===== src/logic/sandbox_settings.svh =====
// sandbox settings
// sizes shared by the table engine and the host process

`ifndef SANDBOX_SETTINGS_SVH
`define SANDBOX_SETTINGS_SVH

// ----------------------------------------
// table geometry
// ----------------------------------------

// entries in each of the two tables
`define TABLE_DEPTH 16

// index width, only the low bits of the index byte are used
`define INDEX_BITS 4

// ----------------------------------------
// query rules
// ----------------------------------------

// selector codes with a defined compare, higher codes never match
`define SELECTOR_CODES 4

`endif

===== src/logic/sandboxPkg.sv =====
// sandbox types
// host command layout, table access and query result records

`include "sandbox_settings.svh"

package sandboxPkg;

  // ----------------------------------------
  // host side
  // ----------------------------------------

  // received word, index in the low byte
  typedef struct packed {
    logic [7:0] selector;   // compare rule for queries
    logic [7:0] metadata;   // threshold for meta writes
    logic [7:0] value;      // payload for value writes
    logic [7:0] index;      // table slot
  } commandT;

  // control byte
  typedef struct packed {
    logic [5:0] reserved;
    logic       isMeta;       // mutation targets metadata table
    logic       isMutating;   // word is a mutation, else a query
  } controlT;

  // selector codes
  typedef enum logic [7:0] {
    EQUAL    = 8'd0,
    GREATER  = 8'd1,
    LESS     = 8'd2,
    NOTEQUAL = 8'd3
  } compareE;

  // ----------------------------------------
  // table side
  // ----------------------------------------

  typedef struct packed {
    logic [7:0] value;
  } valueEntryT;

  typedef struct packed {
    logic [7:0] threshold;
  } metaEntryT;

  // one table port, write and read never together
  typedef struct packed {
    logic                    writeStrobe;
    logic [`INDEX_BITS-1:0]  index;
    logic                    readStrobe;
  } tableAccessT;

  // reply of the engine
  typedef struct packed {
    logic        match;   // compare outcome
    logic [7:0]  value;   // stored value byte
    logic [23:0] count;   // accepted mutations so far
  } resultT;

endpackage


===== src/logic/sandboxTop.sv =====
// sandbox top level
// host process, table engine and activity indicator

module sandboxTop (
  input  logic        masterClock,
  input  logic        slowClock,
  input  logic        reset,
  input  logic        dataReceived,
  input  logic [7:0]  control,
  input  logic [31:0] inputData,
  output logic        clearDR,
  output logic        transmitData,
  output logic [7:0]  status,
  output logic [31:0] outputData,
  output logic        rxIndicator
);

  // ----------------------------------------
  // process to engine
  // ----------------------------------------

  logic        busy;
  logic        start;
  logic [7:0]  coreControl;
  logic [31:0] coreCommand;
  logic [32:0] result;        // match, value, count
  logic        resultValid;

  sandboxProcess u_process (
    .masterClock  (masterClock),
    .reset        (reset),
    .dataReceived (dataReceived),
    .control      (control),
    .inputData    (inputData),
    .clearDR      (clearDR),
    .transmitData (transmitData),
    .status       (status),
    .outputData   (outputData),
    .busy         (busy),
    .start        (start),
    .coreControl  (coreControl),
    .coreCommand  (coreCommand),
    .result       (result),
    .resultValid  (resultValid)
  );

  esfaCore u_core (
    .masterClock (masterClock),
    .reset       (reset),
    .start       (start),
    .control     (coreControl),
    .command     (coreCommand),
    .result      (result),
    .resultValid (resultValid)
  );

  activityIndicator u_indicator (
    .masterClock (masterClock),
    .reset       (reset),
    .slowClock   (slowClock),
    .busy        (busy),
    .rxIndicator (rxIndicator)
  );

endmodule


===== src/logic/sandboxProcess.sv =====
// sandbox process
// takes one host command, runs it through the engine and hands
// status and output back over the dataReceived/transmitData/clearDR cycle

module sandboxProcess
  import sandboxPkg::*;
(
  input  logic        masterClock,
  input  logic        reset,

  // host side
  input  logic        dataReceived,   // level, held until clearDR
  input  controlT     control,
  input  commandT     inputData,
  output logic        clearDR,        // ready for the next command
  output logic        transmitData,   // status and outputData valid
  output logic [7:0]  status,
  output logic [31:0] outputData,

  // engine side
  output logic        busy,
  output logic        start,
  output controlT     coreControl,
  output commandT     coreCommand,
  input  resultT      result,
  input  logic        resultValid
);

  typedef enum logic [2:0] {
    procIdle,
    procIssue,      // start pulse to the engine
    procWait,       // engine busy
    procTransmit,
    procSettle,
    procClear,
    procRelease     // host still holds dataReceived
  } procStateE;

  procStateE procState;

  // ----------------------------------------
  // engine handoff
  // ----------------------------------------

  assign start = (procState == procIssue);
  assign busy  = (procState != procIdle);

  // command latched once, held stable for the engine
  always_ff @(posedge masterClock)
  begin
    if (procState == procIdle && dataReceived)
    begin
      coreControl <= control;
      coreCommand <= inputData;
    end
  end

  // ----------------------------------------
  // command sequencer
  // ----------------------------------------

  always_ff @(posedge masterClock)
  begin
    if (!reset)
    begin
      procState    <= procIdle;
      status       <= 8'h00;
      outputData   <= 32'h0;
      transmitData <= 1'b0;
      clearDR      <= 1'b0;
    end
    else
    begin
      case (procState)
        procIdle :
        begin
          if (dataReceived)   // new command
          begin
            procState <= procIssue;
          end
        end
        procIssue :
        begin
          procState <= procWait;
        end
        procWait :
        begin
          if (resultValid)
          begin
            if (coreControl.isMutating)
            begin
              status     <= 8'h01;   // mutation accepted
              outputData <= 32'h0;
            end
            else
            begin
              status     <= {7'b0, result.match};
              outputData <= {result.value, result.count};   // value over count
            end
            procState <= procTransmit;
          end
        end
        procTransmit :
        begin
          transmitData <= 1'b1;   // 4 cycles after dataReceived seen
          procState    <= procSettle;
        end
        procSettle :
        begin
          procState <= procClear;
        end
        procClear :
        begin
          clearDR   <= 1'b1;
          procState <= procRelease;
        end
        procRelease :
        begin
          if (!dataReceived)   // may wait here for a long time
          begin
            transmitData <= 1'b0;
            clearDR      <= 1'b0;
            procState    <= procIdle;
          end
        end
        default :
        begin
          transmitData <= 1'b0;
          clearDR      <= 1'b0;
          procState    <= procIdle;
        end
      endcase
    end
  end

  // host reads the reply when it sees clearDR, so the reply must already be up
  clearNeedsTransmit: assert property (
    @(posedge masterClock) disable iff (!reset)
    clearDR |-> transmitData
  ) else $error("sandboxProcess: clearDR high without transmitData");

endmodule


===== src/logic/activityIndicator.sv =====
// activity indicator
// one slowClock-long blink after each start of a command

module activityIndicator
  import sandboxPkg::*;
(
  input  logic masterClock,
  input  logic reset,
  input  logic slowClock,     // sampled, not used as a clock
  input  logic busy,          // process not idle
  output logic rxIndicator
);

  typedef enum logic [2:0] {
    ledIdle,
    ledArmed,      // waiting for slowClock high
    ledWaitLow,    // blink starts at the falling slowClock
    ledLitHigh,
    ledLitLow      // blink ends a full period later
  } ledStateE;

  ledStateE ledState;
  logic     busyQ;
  logic     busyRise;

  assign busyRise = busy & ~busyQ;

  // ----------------------------------------
  // blink sequencer
  // ----------------------------------------

  always_ff @(posedge masterClock)
  begin
    if (!reset)
    begin
      ledState    <= ledIdle;
      busyQ       <= 1'b0;
      rxIndicator <= 1'b0;
    end
    else
    begin
      busyQ <= busy;
      case (ledState)
        ledIdle :
        begin
          if (busyRise)   // later rises ignored until back here
          begin
            ledState <= ledArmed;
          end
        end
        ledArmed :
        begin
          if (slowClock)
          begin
            ledState <= ledWaitLow;
          end
        end
        ledWaitLow :
        begin
          if (!slowClock)
          begin
            rxIndicator <= 1'b1;   // on
            ledState    <= ledLitHigh;
          end
        end
        ledLitHigh :
        begin
          if (slowClock)
          begin
            ledState <= ledLitLow;
          end
        end
        ledLitLow :
        begin
          if (!slowClock)
          begin
            rxIndicator <= 1'b0;   // off
            ledState    <= ledIdle;
          end
        end
        default :
        begin
          rxIndicator <= 1'b0;
          ledState    <= ledIdle;
        end
      endcase
    end
  end

endmodule


===== src/logic/esfaCore.sv =====
// table engine
// mutations become a write on one table, queries a read on both
// followed by a compare in the combiner

module esfaCore
  import sandboxPkg::*;
(
  input  logic    masterClock,
  input  logic    reset,
  input  logic    start,        // one cycle per command
  input  controlT control,
  input  commandT command,
  output resultT  result,
  output logic    resultValid
);

  tableAccessT valueAccess;
  tableAccessT metaAccess;
  valueEntryT  valueWrite;
  valueEntryT  valueRead;
  metaEntryT   metaWrite;
  metaEntryT   metaRead;
  logic        mutated;
  logic        queryPending;     // tables answer this cycle
  compareE     querySelector;    // selector lined up with table data

  // ----------------------------------------
  // command decode
  // ----------------------------------------

  assign mutated = start & control.isMutating;

  assign valueAccess.writeStrobe = mutated & ~control.isMeta;
  assign valueAccess.index       = command.index[$bits(valueAccess.index)-1:0];
  assign valueAccess.readStrobe  = start & ~control.isMutating;

  assign metaAccess.writeStrobe  = mutated & control.isMeta;
  assign metaAccess.index        = command.index[$bits(metaAccess.index)-1:0];
  assign metaAccess.readStrobe   = start & ~control.isMutating;   // both tables read

  assign valueWrite.value     = command.value;
  assign metaWrite.threshold  = command.metadata;

  always_ff @(posedge masterClock)
  begin
    if (!reset)
    begin
      queryPending <= 1'b0;
    end
    else
    begin
      queryPending <= valueAccess.readStrobe;
    end
  end

  // selector follows the read by one cycle
  always_ff @(posedge masterClock)
  begin
    if (valueAccess.readStrobe)
    begin
      querySelector <= compareE'(command.selector);
    end
  end

  // ----------------------------------------
  // tables and combiner
  // ----------------------------------------

  entryTable #(.entryType(valueEntryT)) u_valueTable (
    .masterClock (masterClock),
    .reset       (reset),
    .access      (valueAccess),
    .writeEntry  (valueWrite),
    .readEntry   (valueRead)
  );

  entryTable #(.entryType(metaEntryT)) u_metaTable (
    .masterClock (masterClock),
    .reset       (reset),
    .access      (metaAccess),
    .writeEntry  (metaWrite),
    .readEntry   (metaRead)
  );

  queryCombiner u_combiner (
    .masterClock (masterClock),
    .reset       (reset),
    .mutated     (mutated),
    .evaluate    (queryPending),
    .selector    (querySelector),
    .valueEntry  (valueRead),
    .metaEntry   (metaRead),
    .result      (result),
    .resultValid (resultValid)
  );

endmodule


===== src/logic/queryCombiner.sv =====
// query combiner
// compares a stored value against its threshold, counts mutations
// and registers the engine reply

`include "sandbox_settings.svh"

module queryCombiner
  import sandboxPkg::*;
(
  input  logic       masterClock,
  input  logic       reset,
  input  logic       mutated,       // one pulse per accepted mutation
  input  logic       evaluate,      // table entries valid this cycle
  input  compareE    selector,      // rule of the pending query
  input  valueEntryT valueEntry,
  input  metaEntryT  metaEntry,
  output resultT     result,
  output logic       resultValid    // one cycle
);

  logic [23:0] mutationCount;   // wraps
  logic        mutationDone;    // mutation reply one cycle after the write
  logic        selectorKnown;
  logic        compareHit;

  // ----------------------------------------
  // compare rule
  // ----------------------------------------

  assign selectorKnown = (selector < `SELECTOR_CODES);

  always_comb
  begin
    compareHit = 1'b0;
    case (selector)
      EQUAL    : compareHit = (valueEntry.value == metaEntry.threshold);
      GREATER  : compareHit = (valueEntry.value >  metaEntry.threshold);
      LESS     : compareHit = (valueEntry.value <  metaEntry.threshold);
      NOTEQUAL : compareHit = (valueEntry.value != metaEntry.threshold);
      default  : compareHit = 1'b0;   // unknown code, no match
    endcase
  end

  // ----------------------------------------
  // counter and valid
  // ----------------------------------------

  always_ff @(posedge masterClock)
  begin
    if (!reset)
    begin
      mutationCount <= '0;
      mutationDone  <= 1'b0;
      resultValid   <= 1'b0;
    end
    else
    begin
      if (mutated)
      begin
        mutationCount <= mutationCount + 24'd1;
      end
      mutationDone <= mutated;
      resultValid  <= evaluate | mutationDone;   // both paths take two cycles
    end
  end

  // reply payload
  always_ff @(posedge masterClock)
  begin
    if (evaluate)
    begin
      result.match <= selectorKnown & compareHit;
      result.value <= valueEntry.value;
      result.count <= mutationCount;
    end
    else if (mutationDone)
    begin
      result <= '{match: 1'b0, value: 8'h00, count: mutationCount};
    end
  end

  // process issues one command at a time, so the two paths never overlap
  pathsExclusive: assert property (
    @(posedge masterClock) disable iff (!reset)
    !(mutated && evaluate)
  ) else $error("queryCombiner: mutation and query evaluate together");

endmodule


===== src/logic/entryTable.sv =====
// entry table
// register array of one payload type, written or read one slot per cycle

`include "sandbox_settings.svh"

module entryTable
  import sandboxPkg::*;
#(
  parameter type entryType = valueEntryT
)
(
  input  logic        masterClock,
  input  logic        reset,
  input  tableAccessT access,       // strobes and slot
  input  entryType    writeEntry,
  output entryType    readEntry     // valid one cycle after readStrobe
);

  // ----------------------------------------
  // storage
  // ----------------------------------------

  entryType tableMem [`TABLE_DEPTH];

  // table is zero after reset, host relies on it
  always_ff @(posedge masterClock)
  begin
    if (!reset)
    begin
      for (int i = 0; i < `TABLE_DEPTH; i++)
      begin
        tableMem[i] <= '0;
      end
    end
    else if (access.writeStrobe)
    begin
      tableMem[access.index] <= writeEntry;   // mutation lands on the start edge
    end
  end

  // ----------------------------------------
  // registered read
  // ----------------------------------------

  always_ff @(posedge masterClock)
  begin
    if (!reset)
    begin
      readEntry <= '0;
    end
    else if (access.readStrobe)
    begin
      readEntry <= tableMem[access.index];   // held until next read
    end
  end

  // engine decodes one command into either a write or a read, never both
  accessExclusive: assert property (
    @(posedge masterClock) disable iff (!reset)
    !(access.writeStrobe && access.readStrobe)
  ) else $error("entryTable: write and read strobe together");

endmodule


===== config.mk =====
export PLATFORM = sky130hd
export DESIGN_NAME = sandboxTop
export DESIGN_NICKNAME = d
export VERILOG_FILES = /design/src/logic/sandboxPkg.sv /design/src/logic/sandboxTop.sv /design/src/logic/sandboxProcess.sv /design/src/logic/activityIndicator.sv /design/src/logic/esfaCore.sv /design/src/logic/queryCombiner.sv /design/src/logic/entryTable.sv
export VERILOG_INCLUDE_DIRS = /design/src /design/src/logic
export SDC_FILE = /design/constraint.sdc
export NUM_CORES = 1
export LEC_CHECK = 0
export BUFFER_PORTS_ARGS = -buffer_cell sky130_fd_sc_hd__buf_4
export CORE_MARGIN = 2
export CORE_UTILIZATION = 30
export CTS_BUF_LIST = sky130_fd_sc_hd__clkbuf_8
export DETAILED_ROUTE_END_ITERATION = 8
export PLACE_DENSITY = 0.43
export SLEW_MARGIN = 10
export SYNTH_ARGS = -nofsm -noshare
export SYNTH_HDL_FRONTEND = slang
export SYNTH_HIERARCHICAL = 1
export SYNTH_SLANG_ARGS = --single-unit
export TNS_END_PERCENT = 20

===== constraint.sdc =====
create_clock -name masterClock -period 7.9 [get_ports masterClock]
set_input_delay 0.79 -clock masterClock [delete_from_list [all_inputs] [get_ports masterClock]]
set_output_delay 0.79 -clock masterClock [all_outputs]
set_load 0.05 [all_outputs]

Word-level counts from Yosys, hierarchy flattened

Memories as Yosys holds them, arrays and structs flattened. A register that Yosys moved wholly into a read port is not among the register bits.
Cells that the tools add are included.

Add/subtract/negate cells: 1
Magnitude comparators: 3
Eq/ne operators: 23
Muxes and demuxes: 34
Bitwise logic cells: 13
Reduce and logical (&&, ||, !) cells: 19

Operators with widths:

| operator              | count |
|---|---|
| $mux 33               | 2 |
| $mux 32               | 1 |
| $add 24x1->24 const B | 1 |
| $mux 3                | 8 |
| $pmux 3 s7            | 1 |
| $eq 8x2->1 const B    | 2 |
| $mux 8                | 2 |
| $reduce_or 8->1       | 2 |
| $pmux 3 s5            | 1 |
| $mux 1                | 13 |
| $eq 3x2->1 const B    | 4 |
| $eq 3x3->1 const B    | 4 |
| $ne 2x2->1 const B    | 6 |
| $reduce_or 5->1       | 2 |
| $pmux 1 s3            | 3 |
| $eq 8x1->1 const B    | 1 |
| $eq 8x8->1            | 1 |
| $gt 8x8->1            | 1 |
| $logic_not 8->1       | 1 |
| $lt 8x3->1 const B    | 1 |
| $lt 8x8->1            | 1 |
| $mux 4                | 2 |
| $ne 8x8->1            | 1 |
| $and 1x1->1           | 6 |
| other kinds (14)      | 26 |

Register bits: 148
RAM bits: 256
Input bits: 44
Output and inout port bits: 43
Word-level logic and storage cells: 117
Memories: 2

Memory list:

| name                         | words | bits a word | rd ports | clocked after Yosys merged registers in | wr ports | RTL line         | text |
|---|---|---|---|---|---|---|---|
| u_core.u_metaTable.tableMem  | 16    | 8           | 1        | 1                                       | 16       | entryTable.sv:23 | `` entryType tableMem [`TABLE_DEPTH]; `` |
| u_core.u_valueTable.tableMem | 16    | 8           | 1        | 1                                       | 16       | entryTable.sv:23 |  |

Depth between registers and ports, before layout

Gate-level depths: netlist of the first run.

Depth in word-level cells: 8
Depth in mapped cells: 8
Gate-level depth less buffers: 7

By module

The synthesis of the first run kept the hierarchy.

Modules (own cells, without submodules):

| module                            | times used | cells each | area an instance (µm²) | sequential area each (µm²) |
|---|---|---|---|---|
| entryTable at u_core.u_valueTable | 1          | 436        | 6377.4                 | 4003.8 |
| entryTable at u_core.u_metaTable  | 1          | 447        | 6358.6                 | 4003.8 |
| sandboxProcess                    | 1          | 229        | 2969.1                 | 1961.9 |
| queryCombiner                     | 1          | 195        | 2457.4                 | 1511.4 |
| esfaCore                          | 1          | 14         | 296.5                  | 260.2 |
| activityIndicator                 | 1          | 21         | 221.5                  | 100.1 |

Worst setup path after synthesis of the first run

Ideal clock, no wire load.

Kind: input-to-reg
Start: in dataReceived
End: reg u_process/coreCommand[0] (netlist name)
Setup time: 0.437 ns
Arrival time: 2.517 ns
Required time: 7.463 ns
Slack: 4.945 ns
Stages: 2
Buffers on the path: 0
Cells stage by stage: inv_1 nor2_1

Word-level cells in the longest chain between the ends: 1

Ends and longest elaborated chain:

| what              | RTL line             | text |
|---|---|---|
| from (decl)       | sandboxTop.sv:8      | `input logic dataReceived,` |
| $logic_and 1x1->1 | sandboxProcess.sv:51 | `if (procState == procIdle && dataReceived)` |

No other way between the ends.
A chain may end at the register's enable or synchronous reset.

==> impl_metrics.toml, run 1 <==
[status]
outcome = "finished clean"

[placement]
place.detailed.instances = 2124
placedInstanceArea_mm2 = 0.0195
port-buffer-count = 69
detailedPlacementHpwl_um = 27600
placer_s_final_routability_congestion_estimate = 0.749
place_ws_ps = 4390

[yosys]
netlist_area_mm2 = 0.0184
syn-instance-count = 1332
yosys_warnings = 6
synth_area_per_inst_um2 = 13.8

[layout]
layout.area.seq_mm2 = 0.0115
final.fill_count = 5884
drive_gt1_share_pct = 18.2
layout.core_utilization_pct = 34.6
area.growth.synth_to_final_pct = 13.7
multi_input_comb_area_mm2 = 0.00625
final-instance-count-excl-fill = 2259
layout.cells.most_common = "sky130_fd_sc_hd__edfxtp_1"
final_area_mm2 = 0.0209
most_used_cells_in_the_layout_excluding_fill_and_tap_cells = "sky130_fd_sc_hd__edfxtp_1 (327), sky130_fd_sc_hd__and2_1 (285), sky130_fd_sc_hd__buf_4 (90), sky130_fd_sc_hd__dfxtp_1 (86), sky130_fd_sc_hd__clkbuf_8 (84)"
layout.nets = 1474

[pwr]
leakagePower_nw = 7.62
power_density_mw_per_mm2 = 224
clock_power_share_pct = 40.3
vdd.ir_drop.worst_v = 0.0000808
p_comb_share_pct = 6.7
switchingPower_mw = 1.15
switching_share_pct = 24.6
intPower_mw = 3.54
seq_power_share_pct = 53.0

[clock_network]
tritoncts_num_sinks = 413
cts_buffer_depth = 3
cts_tree = "built"
post_cts_resize_count = 0
cts.clk_slew.worst_paths_ps = 60
number_of_clock_buffers_inserted_by_tritoncts = 77
htreeDepth = 3
cts_hold_buffers = 0
clk-insertion-delay-late_ps = 640
postCtsSetupRepairBufs = 0
root_driver = "sky130_fd_sc_hd__clkbuf_8"

[timing]
layout_setup_ws_ps = 4520
period_minus_slack_ps = 3380
final-hold-violation-count = 0
final.setup.tns_ps = 0
rsz_0062_raised_after_global_routing = "false"
clock_skews_ps = 30.8
timing.slew.headroom_pct = 16.9
maxClockFrequency_mhz = 296
final-setup-viol-count = 0
worstMarginPinSlew_ps = 1230
finalCritPeriodShare_pct = 42.8
final_max_slew_viol_count = 0

[floorplan]
die-height_um = 252
chipWidth_um = 252
die_area_mm2 = 0.0633
effective_utilization_at_floorplan_pct = 30.4
core_region_area_mm2 = 0.0605
ioPinCount = 87
rows = 90

[routing]
wl_per_cell_um = 19.5
totalWireLength_um = 44100
detail_route.drc_violations = 0
route.vias.total = 10500
viasPerCell = 4.67
drt-pass1-iter-count = 5
postRouteAntennaNets = 0
first_iter_violations = 603

[global_routing]
largest_net_degree_at_the_start_of_global_routing = 115
globalRouteTotalUtil_pct = 14.0
antenna_found_initial = 1
grt_pass1_vias = 10900
globalRouteOverflowTotal = 0
grt_first_pass_wirelength_um = 66500

[critical_path]
regToRegStartpoint = "u_process/coreCommand[1]$_DFFE_PP_"
start_kind = "flop"
critical-path-slowest-cell = "sky130_fd_sc_hd__nor2b_1"
crit_path_max_incr_delay_ps = 640
crit_required_ps = 8170
path_max_fanout = 41
crit_chain = "buf_4 > nor2b_1 > nand3_1 > nor3_2 > nand2b_1"
ff2ff_setup_slack_ps = 4520
critical_path_class = "flop to flop"
end_kind = "flop"
crit-reg2reg-capture = "u_core/u_valueTable/tableMem[2][6]$_SDFFCE_PN0P_"
ff2ff_path_depth = 5
cp_num_buf_inv = 1
critical_path_s_top_delay_family = "simple AND/OR/NAND/NOR gates"
timing.critical_path.arrival_ps = 3650

[min_path]
hp-class = "input pin to flop"
hold_crit_depth = 1
min-delay-start = "inputData[18]"
hold_end = "u_process/coreCommand[18]$_DFFE_PP_"

[job]
maxCapViolations = 0
[power groups by stage]
stage                     sequential (mW)  combinational, mW  clock (mW)
final                                2.49              0.313        1.89
after global routing                 2.50              0.338        2.08
after CTS                            2.49              0.318        1.99
after detailed placement             2.54              0.317           0
after global placement               2.53              0.315           0
after floorplan                      2.49              0.239           0
[worst register-to-register path, stage by stage, from the launching register on]
cell and delay [ps]:
sky130_fd_sc_hd__edfxtp_1 310, sky130_fd_sc_hd__buf_4 570, sky130_fd_sc_hd__nor2b_1 670, sky130_fd_sc_hd__nand3_1 390
sky130_fd_sc_hd__nor3_2 590, sky130_fd_sc_hd__nand2b_1 490
[sequential cells by signal, summed over array words and instances (netlist names), 3 cells and up]
signal                           flops
u_core/u_metaTable/readEntry         8
u_core/u_valueTable/tableMem       128
u_process/outputData                32
u_core/u_metaTable/tableMem        128
u_core/u_combiner/result            33
u_process/coreCommand               28
u_process/procState                  3
u_core/u_combiner/mutationCount     24
u_core/querySelector                 8
u_core/u_valueTable/readEntry        8
u_indicator/ledState                 3
[worst max path at each step]
stage,start,endpoint,slack (ps),cells past startpoint
floorplan,dataReceived,u_process/coreCommand[0]$_DFFE_PP_,5370,2
global placement,reset,u_core/u_metaTable/tableMem[1][1]$_SDFFCE_PN0P_,4440,4
detailed placement,reset,u_core/u_metaTable/tableMem[1][6]$_SDFFCE_PN0P_,4390,4
CTS,u_process/coreCommand[1]$_DFFE_PP_,u_core/u_valueTable/tableMem[2][5]$_SDFFCE_PN0P_,4500,5
global route,u_process/coreCommand[1]$_DFFE_PP_,u_core/u_valueTable/tableMem[2][4]$_SDFFCE_PN0P_,4230,5
finish,u_process/coreCommand[1]$_DFFE_PP_,u_core/u_valueTable/tableMem[2][6]$_SDFFCE_PN0P_,4520,5
[per-layer routing]
metal / vias up / share of wire [%] / GRT usage, %
met5: - / 0 / 0
met4: 0 / 2.0 / 5.02
met3: 66 / 4.0 / 2.92
met2: 205 / 47 / 22.3
met1: 5190 / 48 / 19.0
li1: 5081 / - / -
[metrics by stage]
step	power [mW]	hold slack [ps]
final	4.69	321
after global routing	4.92	268
after CTS	4.80	245
after detailed placement	2.85	405
after global placement	2.85	406
after floorplan	2.73	400
[final cells by class]
class                      count  share of cell area, %
antenna                        2                 0.0239
clock buffer                  84                   5.53
clock inverter                49                   1.13
inverter                      12                  0.215
multi-input combinational    826                   29.9
sequential                   413                   55.2
tap                          782                   4.68
timing repair buffer          91                   3.33
Note: power is estimated with default switching activity, not from simulation.
==> run 2: changes to the inputs <==
==> constraint.sdc (replaced) <==
create_clock -name masterClock -period 3.31 [get_ports masterClock]
set_input_delay 0.331 -clock masterClock [delete_from_list [all_inputs] [get_ports masterClock]]
set_output_delay 0.331 -clock masterClock [all_outputs]
set_load 0.05 [all_outputs]
==> run 2 against run 1 <==
  * First-iteration DRC count is 2.7% lower
  * Register-to-register slack worse by 4100 ps
  * Final cell count increased by 2.4%
  * Global-route usage shrank 0.11 points
  * Non-clock buffer count is 56 higher
  * Design area increased by 2.7%
  * Sequential power is 140% higher
  * Total power is 140% higher
  * Largest power group unchanged
  * Hold slack lost 180 ps
  * Combinational power increased to 2.5 times the previous value
  * Critical path depth up 1
  * Largest cell class unchanged
==> impl_metrics.toml, run 2 (same netlist as run 1, synthesis figures left out) <==
[routing]
viasPerCell = 4.61
totalWireLength_um = 43600
wl_per_cell_um = 18.8
drt-pass1-iter-count = 5
detail_route.drc_violations = 0
route.vias.total = 10700
postRouteAntennaNets = 0
first_iter_violations = 587

[min_path]
hp-class = "input pin to flop"
hold_crit_depth = 4

[critical_path]
critical_path_class = "flop to flop"
timing.critical_path.arrival_ps = 3160
end_kind = "flop"
crit_path_start = "u_process/procState[0]$_SDFFE_PN0P_"
path_max_fanout = 10
crit-reg2reg-capture = "u_core/u_valueTable/tableMem[4][4]$_SDFFCE_PN0P_"
ff2ff_path_depth = 6
destination_of_the_critical_timing_path = "u_core/u_valueTable/tableMem[4][4]$_SDFFCE_PN0P_"
crit_required_ps = 3580
regToRegStartpoint = "u_process/procState[0]$_SDFFE_PN0P_"
ff2ff_setup_slack_ps = 420
start_kind = "flop"

[pwr]
leakagePower_nw = 7.93
vdd.ir_drop.worst_v = 0.000209
power_density_mw_per_mm2 = 529

[timing]
worst_hold_slack_ps = 138
rsz_0062_raised_after_global_routing = "false"
final-hold-violation-count = 0
finalCritPeriodShare_pct = 87.3
final-setup-viol-count = 0
timing.slew.headroom_pct = 38.2
final_max_slew_viol_count = 0
final.setup.tns_ps = 0
clock_skews_ps = 26.8
period_minus_slack_ps = 2890
worstMarginPinSlew_ps = 927
maxClockFrequency_mhz = 346

[clock_network]
root_driver = "sky130_fd_sc_hd__clkbuf_8"
htreeDepth = 3
clk-insertion-delay-late_ps = 640
number_of_clock_buffers_inserted_by_tritoncts = 75
cts_tree = "built"
postCtsSetupRepairBufs = 0
cts.clk_slew.worst_paths_ps = 50
cts_buffer_depth = 3
tritoncts_num_sinks = 413

[floorplan]
rows = 90
die-height_um = 252
die_area_mm2 = 0.0633
core_region_area_mm2 = 0.0605
chipWidth_um = 252
effective_utilization_at_floorplan_pct = 30.4
ioPinCount = 87

[layout]
drive_gt1_share_pct = 19.5
area.growth.synth_to_final_pct = 16.8
final-instance-count-excl-fill = 2314
most_used_cells_in_the_layout_excluding_fill_and_tap_cells = "sky130_fd_sc_hd__edfxtp_1 (327), sky130_fd_sc_hd__and2_1 (285), sky130_fd_sc_hd__buf_4 (112), sky130_fd_sc_hd__dfxtp_1 (86), sky130_fd_sc_hd__clkbuf_8 (81)"
layout.nets = 1528
layout.cells.most_common = "sky130_fd_sc_hd__edfxtp_1"
layout_top_registers = "u_core/u_metaTable/tableMem x128, u_core/u_valueTable/tableMem x128, u_core/u_combiner/result x33"

[global_routing]
globalRouteTotalUtil_pct = 13.9
grt_pass1_vias = 10900
largest_net_degree_at_the_start_of_global_routing = 121
grt_first_pass_wirelength_um = 66500
antenna_found_initial = 2
globalRouteOverflowTotal = 0

[placement]
detailedPlacementHpwl_um = 28600
port-buffer-count = 69
placer_s_final_routability_congestion_estimate = 0.766
place.detailed.instances = 2149

[status]
outcome = "finished clean"

[job]
maxCapViolations = 0
==> run 2: cell count changes in the layout (fill, tap and decap cells not counted), sizes merged <==
cell	change
buf	+25
bufinv	+2
clkbuf	-3
clkinvlp	-4
dlygate4sd3	+31
inv	+4
==> run 2: final cells by class <==
type	count	area [um2]
well taps	782	978
inverters	12	45.0
repair buffers	147	1230
clock buffers	81	1110
multi-input cells	826	6250
fillers	5843	39000
clock inverters	51	304
diodes	2	5.00
flip-flops and latches	413	11500
==> run 2: worst min path at each step <==
| stage | from | to | slack [ps] |
|---|---|---|---|
| finish | dataReceived | u_process/procState[0]$_SDFFE_PN0P_ | 140 |
| global route | dataReceived | u_process/procState[1]$_SDFFE_PN0P_ | 130 |
| CTS | dataReceived | u_process/procState[0]$_SDFFE_PN0P_ | 70 |
| detailed placement | u_process/coreCommand[29]$_DFFE_PP_ | u_core/querySelector[5]$_DFFE_PP_ | 410 |
| global placement | u_process/coreCommand[29]$_DFFE_PP_ | u_core/querySelector[5]$_DFFE_PP_ | 410 |
| floorplan | u_process/coreCommand[24]$_DFFE_PP_ | u_core/querySelector[0]$_DFFE_PP_ | 400 |
==> run 2: routing by layer <==
layer	global-route usage [%]	part of all wire (%)
met2	22.0	46
met5	0	0
met4	5.24	2.2
met1	19.0	47
met3	2.66	4.6
==> run 2: metrics by stage <==
step	setup WS, ps	total power [mW]	util, %	area, um2
finish	420	11.3	35.5	21500
detailed placement	340	6.84	32.6	19700
CTS	344	11.6	35.5	21500
floorplan	793	6.53	-	18400
global route	148	11.9	35.5	21500
global placement	399	6.83	32.6	19700
==> run 2: where the power goes <==
part | switching (mW) | internal, mW
sequential | 0.170 | 5.78
combinational | 0.469 | 0.314
clock | 2.12 | 2.49
==> run 2: critical path: stages, from the launching register on <==
cell                       delay, ps
sky130_fd_sc_hd__dfxtp_1         480
sky130_fd_sc_hd__nor3b_1         470
sky130_fd_sc_hd__and3b_1         470
sky130_fd_sc_hd__nand2_1         300
sky130_fd_sc_hd__nor3_2          240
sky130_fd_sc_hd__buf_4           180
sky130_fd_sc_hd__nand2b_1        390
==> run 2: repair_timing <==
action / 4_1_cts / 5_1_grt
gates resized for setup: 0 / 0
hold endpoints to repair: 33 / 0
hold buffers: 31 / 0
